`src/source/cpuPkg.sv`:
```
package cpuPkg;

	typedef logic [31:0] word_t;
	typedef logic [4:0]  regAddr_t;
	typedef logic [5:0]  opcode_t;
	typedef logic [5:0]  func_t;
	typedef logic [2:0]  aluOp_t;
	typedef logic [3:0]  aluFunc_t;

	localparam opcode_t opR    = 6'h03; // R-type, lwn, swn, jr
	localparam opcode_t opJ    = 6'h02;
	localparam opcode_t opJal  = 6'h07;
	localparam opcode_t opAddi = 6'h09;
	localparam opcode_t opAndi = 6'h0c;
	localparam opcode_t opOri  = 6'h0e;
	localparam opcode_t opBeq  = 6'h05;
	localparam opcode_t opBne  = 6'h04;
	localparam opcode_t opLbu  = 6'h22;
	localparam opcode_t opLui  = 6'h0f;
	localparam opcode_t opLw   = 6'h12;
	localparam opcode_t opSb   = 6'h28;
	localparam opcode_t opSw   = 6'h2b;

	localparam func_t fnJr   = 6'h08;
	localparam func_t fnLwn  = 6'h21; // load from rs + rd
	localparam func_t fnSwn  = 6'h13; // store rt to rs + rd
	localparam func_t fnAdd  = 6'h20;
	localparam func_t fnSub  = 6'h22;
	localparam func_t fnAnd  = 6'h24;
	localparam func_t fnOr   = 6'h25;
	localparam func_t fnNor  = 6'h27;
	localparam func_t fnSlt  = 6'h2a;
	localparam func_t fnSltu = 6'h2b;
	localparam func_t fnSll  = 6'h00;
	localparam func_t fnSrl  = 6'h02;

	localparam aluOp_t aluByFunc = 3'd0;
	localparam aluOp_t aluAdd    = 3'd1;
	localparam aluOp_t aluSub    = 3'd2;
	localparam aluOp_t aluAnd    = 3'd3;
	localparam aluOp_t aluOr     = 3'd4;

	// resolved ALU operations
	localparam aluFunc_t aluFnAdd  = 4'd0;
	localparam aluFunc_t aluFnSub  = 4'd1;
	localparam aluFunc_t aluFnAnd  = 4'd2;
	localparam aluFunc_t aluFnOr   = 4'd3;
	localparam aluFunc_t aluFnNor  = 4'd4;
	localparam aluFunc_t aluFnSlt  = 4'd5;
	localparam aluFunc_t aluFnSltu = 4'd6;
	localparam aluFunc_t aluFnSll  = 4'd7;
	localparam aluFunc_t aluFnSrl  = 4'd8;

	localparam logic [1:0] jumpBranch   = 2'd0;
	localparam logic [1:0] jumpTarget   = 2'd1;
	localparam logic [1:0] jumpRegister = 2'd2;
	localparam logic [1:0] jumpNone     = 2'd3;

	localparam logic [1:0] destRt = 2'd0;
	localparam logic [1:0] destRd = 2'd1;
	localparam logic [1:0] destRa = 2'd2;

	localparam logic [1:0] srcAlu = 2'd0;
	localparam logic [1:0] srcMem = 2'd1;
	localparam logic [1:0] srcImm = 2'd2;

	// operand B select
	localparam logic [1:0] srcBReg  = 2'd0;
	localparam logic [1:0] srcBImm  = 2'd1;
	localparam logic [1:0] srcBLink = 2'd2;

	localparam logic [1:0] memNone  = 2'd0;
	localparam logic [1:0] memWrite = 2'd1;
	localparam logic [1:0] memRead  = 2'd2;

	localparam logic [1:0] branchNone = 2'd0;
	localparam logic [1:0] branchEq   = 2'd1;
	localparam logic [1:0] branchNe   = 2'd2;

endpackage

```
`src/source/controlUnit.sv`:
```
`timescale 1ns/100ps

module controlUnit (
	input  cpuPkg::opcode_t opcode,
	input  cpuPkg::func_t   func,
	output cpuPkg::aluOp_t  aluOp,
	output logic            regWrite,
	output logic [1:0]      regDest,
	output logic [1:0]      regSrc,
	output logic            aluSrc1,
	output logic [1:0]      aluSrc2,
	output logic [1:0]      jump,
	output logic [1:0]      branchType,
	output logic [1:0]      memAccess,
	output logic            wordByte,
	output logic            zeroExtend,
	output logic            readRegTwo,
	output logic            memData
);
	import cpuPkg::*;

	always_comb begin
		// defaults describe a no-op
		aluOp      = aluAdd;
		regWrite   = 1'b0;
		regDest    = destRt;
		regSrc     = srcAlu;
		aluSrc1    = 1'b1; // rs
		aluSrc2    = srcBReg;
		jump       = jumpNone;
		branchType = branchNone;
		memAccess  = memNone;
		wordByte   = 1'b0; // word
		zeroExtend = 1'b0;
		readRegTwo = 1'b0; // rt
		memData    = 1'b0;

		case (opcode)
			opR: begin
				aluOp = aluByFunc;
				case (func)
					fnJr: begin
						jump = jumpRegister;
					end
					fnLwn: begin
						regWrite   = 1'b1;
						regDest    = destRt;
						regSrc     = srcMem;
						memAccess  = memRead;
						readRegTwo = 1'b1; // rd as offset
					end
					fnSwn: begin
						memAccess  = memWrite;
						readRegTwo = 1'b1;
						memData    = 1'b1; // store data from rt port
					end
					default: begin
						regWrite = 1'b1; // plain ALU ops
						regDest  = destRd;
					end
				endcase
			end
			opJ: begin
				jump = jumpTarget;
			end
			opJal: begin
				jump     = jumpTarget;
				regWrite = 1'b1;
				regDest  = destRa;
				aluSrc1  = 1'b0; // zero + link
				aluSrc2  = srcBLink;
			end
			opAddi: begin
				regWrite = 1'b1;
				aluSrc2  = srcBImm;
			end
			opAndi: begin
				aluOp      = aluAnd;
				regWrite   = 1'b1;
				aluSrc2    = srcBImm;
				zeroExtend = 1'b1;
			end
			opOri: begin
				aluOp      = aluOr;
				regWrite   = 1'b1;
				aluSrc2    = srcBImm;
				zeroExtend = 1'b1;
			end
			opBeq: begin
				aluOp      = aluSub; // zero flag on equal
				jump       = jumpBranch;
				branchType = branchEq;
			end
			opBne: begin
				aluOp      = aluSub;
				jump       = jumpBranch;
				branchType = branchNe;
			end
			opLbu: begin
				regWrite  = 1'b1;
				regSrc    = srcMem;
				aluSrc2   = srcBImm;
				memAccess = memRead;
				wordByte  = 1'b1;
			end
			opLw: begin
				regWrite  = 1'b1;
				regSrc    = srcMem;
				aluSrc2   = srcBImm;
				memAccess = memRead;
			end
			opLui: begin
				regWrite = 1'b1;
				regSrc   = srcImm; // upper immediate, no ALU
			end
			opSb: begin
				aluSrc2   = srcBImm;
				memAccess = memWrite;
				wordByte  = 1'b1;
			end
			opSw: begin
				aluSrc2   = srcBImm;
				memAccess = memWrite;
			end
			default: begin
				regWrite = 1'b0; // unknown opcode, no-op
			end
		endcase
	end

endmodule

```
`src/source/aluUnit.sv`:
```
`timescale 1ns/100ps

module aluUnit (
	input  cpuPkg::aluOp_t aluOp,
	input  cpuPkg::func_t  func,
	input  logic [4:0]     shamt,
	input  cpuPkg::word_t  operandA,
	input  cpuPkg::word_t  operandB,
	output cpuPkg::word_t  result,
	output logic           zero
);
	import cpuPkg::*;

	aluFunc_t operation;

	// class code plus function field down to one operation
	always_comb begin
		case (aluOp)
			aluSub: operation = aluFnSub;
			aluAnd: operation = aluFnAnd;
			aluOr:  operation = aluFnOr;
			aluByFunc: begin
				case (func)
					fnSub:   operation = aluFnSub;
					fnAnd:   operation = aluFnAnd;
					fnOr:    operation = aluFnOr;
					fnNor:   operation = aluFnNor;
					fnSlt:   operation = aluFnSlt;
					fnSltu:  operation = aluFnSltu;
					fnSll:   operation = aluFnSll;
					fnSrl:   operation = aluFnSrl;
					default: operation = aluFnAdd; // add, lwn, swn
				endcase
			end
			default: operation = aluFnAdd;
		endcase
	end

	always_comb begin
		case (operation)
			aluFnSub:  result = operandA - operandB;
			aluFnAnd:  result = operandA & operandB;
			aluFnOr:   result = operandA | operandB;
			aluFnNor:  result = ~(operandA | operandB);
			aluFnSlt:  result = {31'b0, $signed(operandA) < $signed(operandB)};
			aluFnSltu: result = {31'b0, operandA < operandB};
			aluFnSll:  result = operandB << shamt;
			aluFnSrl:  result = operandB >> shamt; // logical
			default:   result = operandA + operandB;
		endcase
	end

	assign zero = (result == '0);

endmodule

```
`src/source/registerFile.sv`:
```
`timescale 1ns/100ps

module registerFile (
	input  logic             clk,
	input  logic             reset,
	input  cpuPkg::regAddr_t readAddrA,
	input  cpuPkg::regAddr_t readAddrB,
	input  cpuPkg::regAddr_t readAddrC,
	input  logic             writeEnable,
	input  cpuPkg::regAddr_t writeAddr,
	input  cpuPkg::word_t    writeData,
	output cpuPkg::word_t    readDataA,
	output cpuPkg::word_t    readDataB,
	output cpuPkg::word_t    readDataC
);
	import cpuPkg::*;

	word_t regs [1:31]; // no storage behind register 0

	always_ff @(posedge clk) begin
		if (reset) begin
			for (int i = 1; i < 32; i++) begin
				regs[i] <= '0;
			end
		end else if (writeEnable && writeAddr != '0) begin
			regs[writeAddr] <= writeData;
		end
	end

	assign readDataA = (readAddrA == '0) ? '0 : regs[readAddrA];
	assign readDataB = (readAddrB == '0) ? '0 : regs[readAddrB];
	assign readDataC = (readAddrC == '0) ? '0 : regs[readAddrC];

endmodule

```
`src/source/loadStoreUnit.sv`:
```
`timescale 1ns/100ps

module loadStoreUnit (
	input  logic [1:0]    memAccess,
	input  logic          wordByte,
	input  cpuPkg::word_t address,
	input  cpuPkg::word_t storeData,
	input  cpuPkg::word_t dataReadData,
	output cpuPkg::word_t dataAddr,
	output cpuPkg::word_t dataWriteData,
	output cpuPkg::word_t loadData,
	output logic [3:0]    dataByteEnable,
	output logic          dataWrite,
	output logic          dataRead
);
	import cpuPkg::*;

	logic [1:0] lane;
	logic [7:0] loadByte;

	assign lane     = address[1:0];
	assign dataAddr = address; // memory drops bits 1:0 itself

	assign dataWrite = (memAccess == memWrite);
	assign dataRead  = (memAccess == memRead);

	// byte stores replicate onto every lane
	assign dataWriteData = wordByte ? {4{storeData[7:0]}} : storeData;

	always_comb begin
		if (!dataWrite) begin
			dataByteEnable = 4'b0000;
		end else if (wordByte) begin
			dataByteEnable = 4'b0001 << lane;
		end else begin
			dataByteEnable = 4'b1111;
		end
	end

	assign loadByte = dataReadData[8*lane +: 8]; // little-endian lanes
	assign loadData = wordByte ? {24'b0, loadByte} : dataReadData;

endmodule

```
`src/source/nextPcUnit.sv`:
```
`timescale 1ns/100ps

module nextPcUnit #(
	parameter cpuPkg::word_t resetAddress = '0
) (
	input  logic          clk,
	input  logic          reset,
	input  logic [1:0]    jump,
	input  logic [1:0]    branchType,
	input  logic          zero,
	input  logic [25:0]   jumpIndex,
	input  cpuPkg::word_t branchOffset,
	input  cpuPkg::word_t registerTarget,
	output cpuPkg::word_t pc,
	output cpuPkg::word_t pcPlusEight
);
	import cpuPkg::*;

	word_t pcPlusFour;
	word_t redirectTarget;
	word_t pendingTarget;
	logic  pendingValid;
	logic  redirect;
	logic  branchTaken;

	assign pcPlusFour  = pc + 32'd4;
	assign pcPlusEight = pc + 32'd8; // link skips the delay slot

	assign branchTaken = (branchType == branchEq && zero) || (branchType == branchNe && !zero);

	always_comb begin
		case (jump)
			jumpTarget:   redirectTarget = {pcPlusFour[31:28], jumpIndex, 2'b00};
			jumpRegister: redirectTarget = registerTarget;
			default:      redirectTarget = pcPlusFour + (branchOffset << 2);
		endcase
	end

	assign redirect = (jump == jumpTarget) || (jump == jumpRegister) ||
		(jump == jumpBranch && branchTaken);

	always_ff @(posedge clk) begin
		if (reset) begin
			pc           <= resetAddress;
			pendingValid <= 1'b0;
		end else begin
			pc           <= pendingValid ? pendingTarget : pcPlusFour; // delay slot first
			pendingValid <= redirect;
		end
	end

	always_ff @(posedge clk) begin
		pendingTarget <= redirectTarget;
	end

endmodule

```
`src/source/cpuCore.sv`:
```
`timescale 1ns/100ps

module cpuCore #(
	parameter cpuPkg::word_t resetAddress = '0
) (
	input  logic          clk,
	input  logic          reset,
	input  cpuPkg::word_t instrData,
	input  cpuPkg::word_t dataReadData,
	output cpuPkg::word_t instrAddr,
	output cpuPkg::word_t dataAddr,
	output cpuPkg::word_t dataWriteData,
	output logic [3:0]    dataByteEnable,
	output logic          dataWrite,
	output logic          dataRead
);
	import cpuPkg::*;

	opcode_t    opcode;
	func_t      func;
	regAddr_t   rs, rt, rd, writeAddr;
	logic [4:0] shamt;
	logic [15:0] imm;
	word_t      immSigned, immExtended, operandA, operandB, writeData;
	word_t      readDataA, readDataB, readDataC, storeData;
	word_t      aluResult, loadData, pcPlusEight;
	aluOp_t     aluOp;
	logic [1:0] regDest, regSrc, aluSrc2, jump, branchType, memAccess;
	logic       regWrite, aluSrc1, wordByte, zeroExtend, readRegTwo, memData;
	logic       zero, lsuWrite, lsuRead;

	assign opcode = instrData[31:26];
	assign rs     = instrData[25:21];
	assign rt     = instrData[20:16];
	assign rd     = instrData[15:11];
	assign shamt  = instrData[10:6];
	assign func   = instrData[5:0];
	assign imm    = instrData[15:0];

	assign immSigned   = {{16{imm[15]}}, imm};
	assign immExtended = zeroExtend ? {16'b0, imm} : immSigned;

	controlUnit control_i (.opcode, .func, .aluOp, .regWrite, .regDest, .regSrc, .aluSrc1,
		.aluSrc2, .jump, .branchType, .memAccess, .wordByte, .zeroExtend, .readRegTwo, .memData);

	registerFile regFile_i (.clk, .reset, .readAddrA(rs), .readAddrB(readRegTwo ? rd : rt),
		.readAddrC(rt), .writeEnable(regWrite), .writeAddr, .writeData,
		.readDataA, .readDataB, .readDataC);

	assign operandA  = aluSrc1 ? readDataA : '0;
	assign operandB  = (aluSrc2 == srcBImm) ? immExtended :
		(aluSrc2 == srcBLink) ? pcPlusEight : readDataB;
	assign storeData = memData ? readDataC : readDataB; // swn stores rt

	aluUnit alu_i (.aluOp, .func, .shamt, .operandA, .operandB, .result(aluResult), .zero);

	loadStoreUnit lsu_i (.memAccess, .wordByte, .address(aluResult), .storeData, .dataReadData,
		.dataAddr, .dataWriteData, .loadData, .dataByteEnable, .dataWrite(lsuWrite),
		.dataRead(lsuRead));

	nextPcUnit #(.resetAddress(resetAddress)) nextPc_i (.clk, .reset, .jump, .branchType, .zero,
		.jumpIndex(instrData[25:0]), .branchOffset(immSigned), .registerTarget(readDataA),
		.pc(instrAddr), .pcPlusEight);

	assign writeAddr = (regDest == destRd) ? rd : (regDest == destRa) ? 5'd31 : rt;
	assign writeData = (regSrc == srcMem) ? loadData :
		(regSrc == srcImm) ? {imm, 16'b0} : aluResult; // lui

	assign dataWrite = lsuWrite && !reset; // no strobes while in reset
	assign dataRead  = lsuRead && !reset;

endmodule

```
`config.mk`:
```
export PLATFORM = sky130hd
export DESIGN_NAME = cpuCore
export DESIGN_NICKNAME = d
export VERILOG_FILES = /design/src/source/cpuPkg.sv /design/src/source/controlUnit.sv /design/src/source/aluUnit.sv /design/src/source/registerFile.sv /design/src/source/loadStoreUnit.sv /design/src/source/nextPcUnit.sv /design/src/source/cpuCore.sv
export SDC_FILE = /design/constraint.sdc
export NUM_CORES = 2
export LEC_CHECK = 0
export ABC_CLOCK_PERIOD_IN_PS = 10300
export BUFFER_PORTS_ARGS = -buffer_cell sky130_fd_sc_hd__clkbuf_2
export CAP_MARGIN = 15
export CORE_MARGIN = 1
export CORE_UTILIZATION = 35
export CTS_CLUSTER_DIAMETER = 100
export DETAILED_ROUTE_END_ITERATION = 8
export PLACE_DENSITY_LB_ADDON = 0.1
export SKIP_LAST_GASP = 1
export SYNTH_ARGS = -nofsm -noshare
export SYNTH_HDL_FRONTEND = slang
export SYNTH_HIERARCHICAL = 1
export SYNTH_SLANG_ARGS = --single-unit
```
`constraint.sdc`:
```
create_clock -name clk -period 10.3 [get_ports clk]
set_clock_uncertainty 0.2 [all_clocks]
set_input_delay 1.03 -clock clk [delete_from_list [all_inputs] [get_ports clk]]
set_output_delay 1.03 -clock clk [all_outputs]
set_load 0.01 [all_outputs]
```
Yosys cells after proc, flatten, opt, wreduce, memory -nomap -nowiden
Memories as Yosys holds them, arrays and structs flattened.
Cells that the tools add are included.

storage, ports and cells
  register bits after elaboration = 65
  bits in writable memories = 992
  input port bits = 66
  output and inout bits = 102
  logic and storage cells = 144
  memories = 1

memory list
  name            depth  bits a word  rd ports  clocked after Yosys merged registers in  wr ports  RTL line            RTL
  regFile_i.regs  31     32           3         0                                        31        registerFile.sv:18  word_t regs [1:31];

operators by class
  add/sub/neg operators = 5
  order comparisons = 2
  equal/unequal tests = 46
  shift-type cells = 4
  mux-type cells = 49
  bitwise gates (word level) = 3
  reduce and logical (&&, ||, !) cells = 31

operators by type and width
  operator                                                         count
  32-bit 2-to-1 mux                                                14
  32-bit case mux with 8 select lines                              1
  32-bit adder                                                     2
  32-bit less-than comparator                                      2
  32-bit case mux with 2 select lines                              1
  6-bit == test, second input constant                             10
  32-bit by 3-bit adder with 32-bit output, second input constant  1
  32-bit by 4-bit adder with 32-bit output, second input constant  1
  32-bit bitwise AND                                               1
  32-bit zero test                                                 1
  32-bit NOT                                                       1
  32-bit OR                                                        1
  4-bit case mux with 8 select lines                               1
  32-bit OR reduction                                              1
  32-bit by 6-bit indexed part select with 8-bit output            1
  32-bit by 5-bit << shifter with 32-bit output                    1
  32-bit by 5-bit >> shifter with 32-bit output                    1
  32-bit subtractor                                                1
  6-bit by 4-bit == test with 1-bit output, second input constant  5
  5-bit 2-to-1 mux                                                 4
  6-bit by 2-bit == test with 1-bit output, second input constant  3
  6-bit by 3-bit == test with 1-bit output, second input constant  3
  2-bit case mux with 3 select lines                               3
  4-bit by 3-bit == test with 1-bit output, second input constant  4
  26 further kinds                                                 76

Depth between registers and ports, before layout
  depth in word-level cells = 18
  mapped depth = 34
  depth with buffers taken out = 28

Modules after synthesis
Netlist, hierarchy kept.

modules (own cells, without submodules)
  module         instances  cells an instance  area an instance (um^2)  sequential area each (um^2)
  registerFile   1          4321               62568.8                  30749.5
  aluUnit        1          1282               9069.9                   0.0
  nextPcUnit     1          659                5103.6                   1301.2
  cpuCore        1          274                2328.5                   0.0
  loadStoreUnit  1          184                1139.8                   0.0
  controlUnit    1          73                 421.7                    0.0

Least setup slack after synthesis
Ideal clock, no wire load.

  path type = input -> register
  start point = in instrData[30]
  end point = reg nextPc_i.pendingValid
  arrival = 8.827 ns
  data required time = 10.029 ns
  path slack = 1.203 ns
  cell stages on the path = 31
  path buffers = 5
  cells stage by stage = or2_1 -> buf_6 -> or4_4 -> a211oi_1 -> mux2_1 -> clkbuf_1 -> clkbuf_1 -> clkbuf_1 -> mux4_2 -> mux2i_1 -> o22ai_1 -> a211o_1 -> a221o_1 -> inv_1 -> ha_1 -> clkbuf_1 -> nor2_1 -> o221ai_1 -> a211oi_1 -> or3_1 -> a21oi_1 -> o21a_1 -> o32a_1 -> or4b_1 -> or4b_1 -> or4_1 -> or4_1 -> nor4_2 -> and3b_1 -> o21ai_0 -> a21oi_1

on the way
  elaborated cells between the ends (all ways) = 68

RTL lines
  item                                                   RTL line            RTL
  start: declaration                                     cpuCore.sv:8        input cpuPkg::word_t instrData,
  6-bit by 2-bit == test with 1-bit output (*)           controlUnit.sv:38   case (opcode)
  1-bit 2-to-1 mux (*)                                   controlUnit.sv:38
  named net readRegTwo                                   cpuCore.sv:29       logic regWrite, aluSrc1, wordByte, zeroExtend, readRegTwo, memData;
  5-bit 2-to-1 mux (*)                                   cpuCore.sv:46       registerFile regFile_i (.clk, .reset, .readAddrA(rs), .readAddrB(readRegTwo ? rd : rt),
  memory 31 x 32 bit or 5-bit zero test (tied branches)  -
  32-bit 2-to-1 mux (*)                                  registerFile.sv:31  assign readDataB = (readAddrB == '0) ? '0 : regs[readAddrB];
  named net readDataB[4]                                 cpuCore.sv:25       word_t readDataA, readDataB, readDataC, storeData;
  32-bit 2-to-1 mux (*)                                  cpuCore.sv:52       (aluSrc2 == srcBLink) ? pcPlusEight : readDataB;
  [1 not listed]                                         -
  named net operandB[4]                                  cpuCore.sv:24       word_t immSigned, immExtended, operandA, operandB, writeData;
  [2 not listed]                                         -
  named net aluResult[7]                                 cpuCore.sv:26       word_t aluResult, loadData, pcPlusEight;
  32-bit zero test (*)                                   aluUnit.sv:53       assign zero = (result == '0);
  named net zero                                         cpuCore.sv:30       logic zero, lsuWrite, lsuRead;
  1-bit zero test                                        nextPcUnit.sv:29    assign branchTaken = (branchType == branchEq && zero) || (branchType == branchNe && !zero);
  1-bit logical AND                                      nextPcUnit.sv:29
  1-bit logical OR (*)                                   nextPcUnit.sv:29
  1-bit logical AND (*)                                  nextPcUnit.sv:40    (jump == jumpBranch && branchTaken);
  1-bit logical OR (*)                                   nextPcUnit.sv:39    assign redirect = (jump == jumpTarget) || (jump == jumpRegister) ||
  end signal: assignment                                 nextPcUnit.sv:48    pendingValid <= redirect;
  end: declaration                                       nextPcUnit.sv:22    logic pendingValid;

Mark *: on every way through the listed nets, which the timed path passes. The rest lies on a longest branch.
A chain may end at the register's enable or synchronous reset.

Worst setup path after layout
  start point = in instrData[30]
  end point = out dataAddr[31]

on the way
  elaborated cells between the ends (all ways) = 49

RTL lines
  item                                                   RTL line            RTL
  6-bit by 2-bit == test with 1-bit output (*)           controlUnit.sv:38
  1-bit 2-to-1 mux (*)                                   controlUnit.sv:38
  named net readRegTwo                                   cpuCore.sv:29
  5-bit 2-to-1 mux (*)                                   cpuCore.sv:46
  memory 31 x 32 bit or 5-bit zero test (tied branches)  -
  32-bit 2-to-1 mux (*)                                  registerFile.sv:31
  named net readDataB[4]                                 cpuCore.sv:25
  32-bit 2-to-1 mux (*)                                  cpuCore.sv:52
  32-bit 2-to-1 mux (*)                                  cpuCore.sv:51       assign operandB = (aluSrc2 == srcBImm) ? immExtended :
  named net operandB[4]                                  cpuCore.sv:24
  32-bit adder, or another cell as far along             aluUnit.sv:49       default: result = operandA + operandB;
  32-bit case mux with 8 select lines (*)                aluUnit.sv:40       case (operation)
  end: declaration                                       cpuCore.sv:11       output cpuPkg::word_t dataAddr,

Marked as above.

==> flow_metrics.py <==
metrics = {
    "critical_path": {
        "cpMaxStageDelayCell": "a2111oi_0",
        "criticalPathCategory": "in2out",
        "cp_top_family": "compound AO/OA/AOI/OAI gates",
        "slowest_delay_ps": 580,
        "cp_common_cell": "buf_4",
        "crit_buf_inv": 12,
        "crit_path_start_kind": "primary input",
        "crit_fanout": 11,
        "r2r_slack_ps": 1850,
        "required_ps": 9070,
        "arrival_ps": 8860,
        "endpoint_kind": "output port",
    },
    "clock_network": {
        "path_clk_slew_ps": 60,
        "h-tree-depth": 4,
        "cts_buffer_depth": 3,
        "hold_buffers": 0,
        "cts_root_buffer": "clkbuf_16",
        "cts_tree": "yes",
        "insertion_delay_ps": 840,
        "cts_sinks": 1089,
        "cts_made_buffers": 137,
    },
    "synthesis": {
        "synth_area_per_cell_um2": 11.9,
        "synthesis.area_mm2": 0.0806,
        "postSynth.asyncResetShare": 0,
        "ys_seq_area_frac": 0.397,
        "synth_seq_cells": 1089,
        "ys.flop_type": "edfxtp_1",
        "yosys_warnings": 6,
        "synth.distinct_cells": 109,
        "synth-edff-count": 1024,
        "syn_inst": 6793,
    },
    "drt": {
        "final_antenna_net_count": 0,
        "drt_iter0_drc": 9614,
        "drt_wl_total_um": 402000,
        "num_vias": 66500,
        "vias_per_cell": 6.43,
        "drc": 0,
        "drt_pass1_iterations": 9,
        "wl_per_cell_um": 38.8,
    },
    "grt": {
        "antenna_found_initial": 40,
        "grt_overflow": 0,
        "track_usage": 0.339,
        "grt_pass1_vias": 64000,
        "grt_pass1_wl_um": 542000,
        "grt_max_degree": 64,
    },
    "power_and_ir_drop": {
        "p_total_mw": 15.4,
        "pwr-share-comb": 0.340,
        "p_sw_mw": 5.60,
        "p_int_mw": 9.85,
        "power_density_mw_per_mm2": 164,
        "power.leakage_nw": 35.6,
        "vdd_drop_max_v": 0.000196,
        "clkPwrFrac": 0.322,
        "seqPwrFrac": 0.338,
        "switching_share": 0.362,
    },
    "sta": {
        "tightestPinTransition_ps": 1420,
        "rsz0062_at_grt": "no",
        "slew_headroom": 0.0485,
        "min_period_ps": 10090,
        "setup_ws_ps": 211,
        "min_period_over_period": 0.980,
        "fmax_ghz": 0.0991,
        "hold_viol": 0,
        "whs_ps": 246,
        "drv_slew": 0,
        "setup-violations-final": 0,
    },
    "worst_hold_path": {
        "hold_class": "reg2reg",
    },
    "floorplan": {
        "io_pins": 168,
        "design.core.area_mm2": 0.228,
        "rows": 175,
        "die_w_um": 482,
        "dieArea_mm2": 0.232,
        "start_util": 0.353,
        "die_h_um": 482,
    },
    "placement": {
        "globalplace.congestion": 0.977,
        "hpwl_um": 278000,
        "post-place-ws_ps": -365,
        "portBuffers": 167,
    },
    "cells_and_area": {
        "mostFrequentLayoutCells": "1058 x and2_1, 1024 x edfxtp_1, 709 x buf_4, 685 x mux4_2, 445 x mux2i_1",
        "nets": 7408,
        "drive_gt1_frac": 0.289,
        "layout_commonest_cell": "and2_1",
        "area_growth_pct": 16.6,
    },
    "flow_run": {
        "drv_cap": 0,
    },
    "outcome": {
        "status": "finished, final reports clean",
    },
}
final timing paths:
path | startpoint | to | depth (start not counted)
worst max-delay path | instrData[30] | dataAddr[31] | 33
worst min-delay path | nextPc_i/pendingTarget[7]$_DFF_P_ | nextPc_i/pc[7]$_SDFF_PP0_ | 2
worst max register to register | nextPc_i/pc[3]$_SDFF_PP0_ | nextPc_i/pendingValid$_SDFF_PP0_ | 23
worst min register to register | nextPc_i/pendingTarget[7]$_DFF_P_ | nextPc_i/pc[7]$_SDFF_PP0_ | 2
cell usage after synthesis, types with 86 or more instances:
master,number,area share
a211oi_1,94,0.0088
inv_1,195,0.0091
mux2i_1,465,0.058
edfxtp_1,1024,0.38
and2_1,1060,0.082
mux4_2,685,0.19
nor3_1,105,0.0065
o21ai_0,128,0.0079
mux2_2,98,0.014
nor2_1,272,0.013
a21oi_1,239,0.015
buf_2,119,0.0074
o22ai_1,95,0.0074
a22oi_1,90,0.0084
a22o_1,86,0.0093
buf_4,91,0.0085
nor2b_1,105,0.0081
nand2_1,247,0.011
ha_1,134,0.021
clkbuf_1,441,0.021
layout make-up:
| class | count | area (µm²) |
|---|---|---|
| fill | 21600 | 134000 |
| timing repair buffer | 946 | 7570 |
| clock buffer | 173 | 3690 |
| tap | 3009 | 3760 |
| inverter | 200 | 751 |
| clock inverter | 79 | 825 |
| antenna | 16 | 40.0 |
| multi-input combinational | 4831 | 45300 |
| sequential | 1089 | 32100 |
kinds of logic after synthesis:
family | Yosys count | share of synthesized area
buffers and inverters | 906 | 0.0512
flip-flops | 1089 | 0.397
other | 1 | 0.0000465
multiplexers | 1277 | 0.267
XOR/XNOR | 97 | 0.0106
adder cells (fa/ha/maj) | 137 | 0.0215
AND/OR/NAND/NOR | 2132 | 0.150
AO/OA/AOI/OAI | 1154 | 0.102
sequential cells by signal, indices dropped and copies added, names as in the netlist:
signal / count
nextPc_i/pc: 32
nextPc_i/pendingTarget: 32
nextPc_i/pendingValid: 1
regFile_i/regs: 1024
power by group through the flow:
stage                     combinational (mW)  sequential, mW  clock (mW)
after CTS                               5.12            5.21        5.02
after global placement                  5.11            5.30           0
after floorplan                         2.55            5.23           0
after detailed placement                5.10            5.30           0
final                                   5.26            5.22        4.97
after global routing                    5.41            5.24        5.19
what timing repair did:
item / 4_1_cts / 5_1_grt
setup endpoints to repair: 7 / 12
pin swaps: 0 / 0
cloned: 0 / 2
buffers inserted: 0 / 3
resized for setup: 1 / 14
metal layers:
metal  GRT usage  vias to the layer above  routed length, µm
met1       0.445                    34500             159000
met3      0.0742                      789              39400
met4       0.168                       12              22100
li1            -                    27000                  -
met5           0                        -                 86
met2       0.527                     4240             181000
per-stage QoR:
| step | cell area (µm²) | utilization | std cells | TNS, ps |
|---|---|---|---|---|
| floorplan | 80700 | - | 6824 | 0 |
| global placement | 89300 | 0.391 | 10100 | -34370 |
| detailed placement | 89300 | 0.391 | 10100 | -11680 |
| CTS | 93800 | 0.411 | 10300 | 0 |
| global route | 94000 | 0.412 | 10300 | 0 |
| finish | 94000 | 0.412 | 10300 | 0 |
tightest hold or removal path, stage by stage, from the launching register on:
cell and delay (ps):
dfxtp_1 290, nand2_1 50, a21oi_1 50
Note: power is estimated with default switching activity, not from simulation.
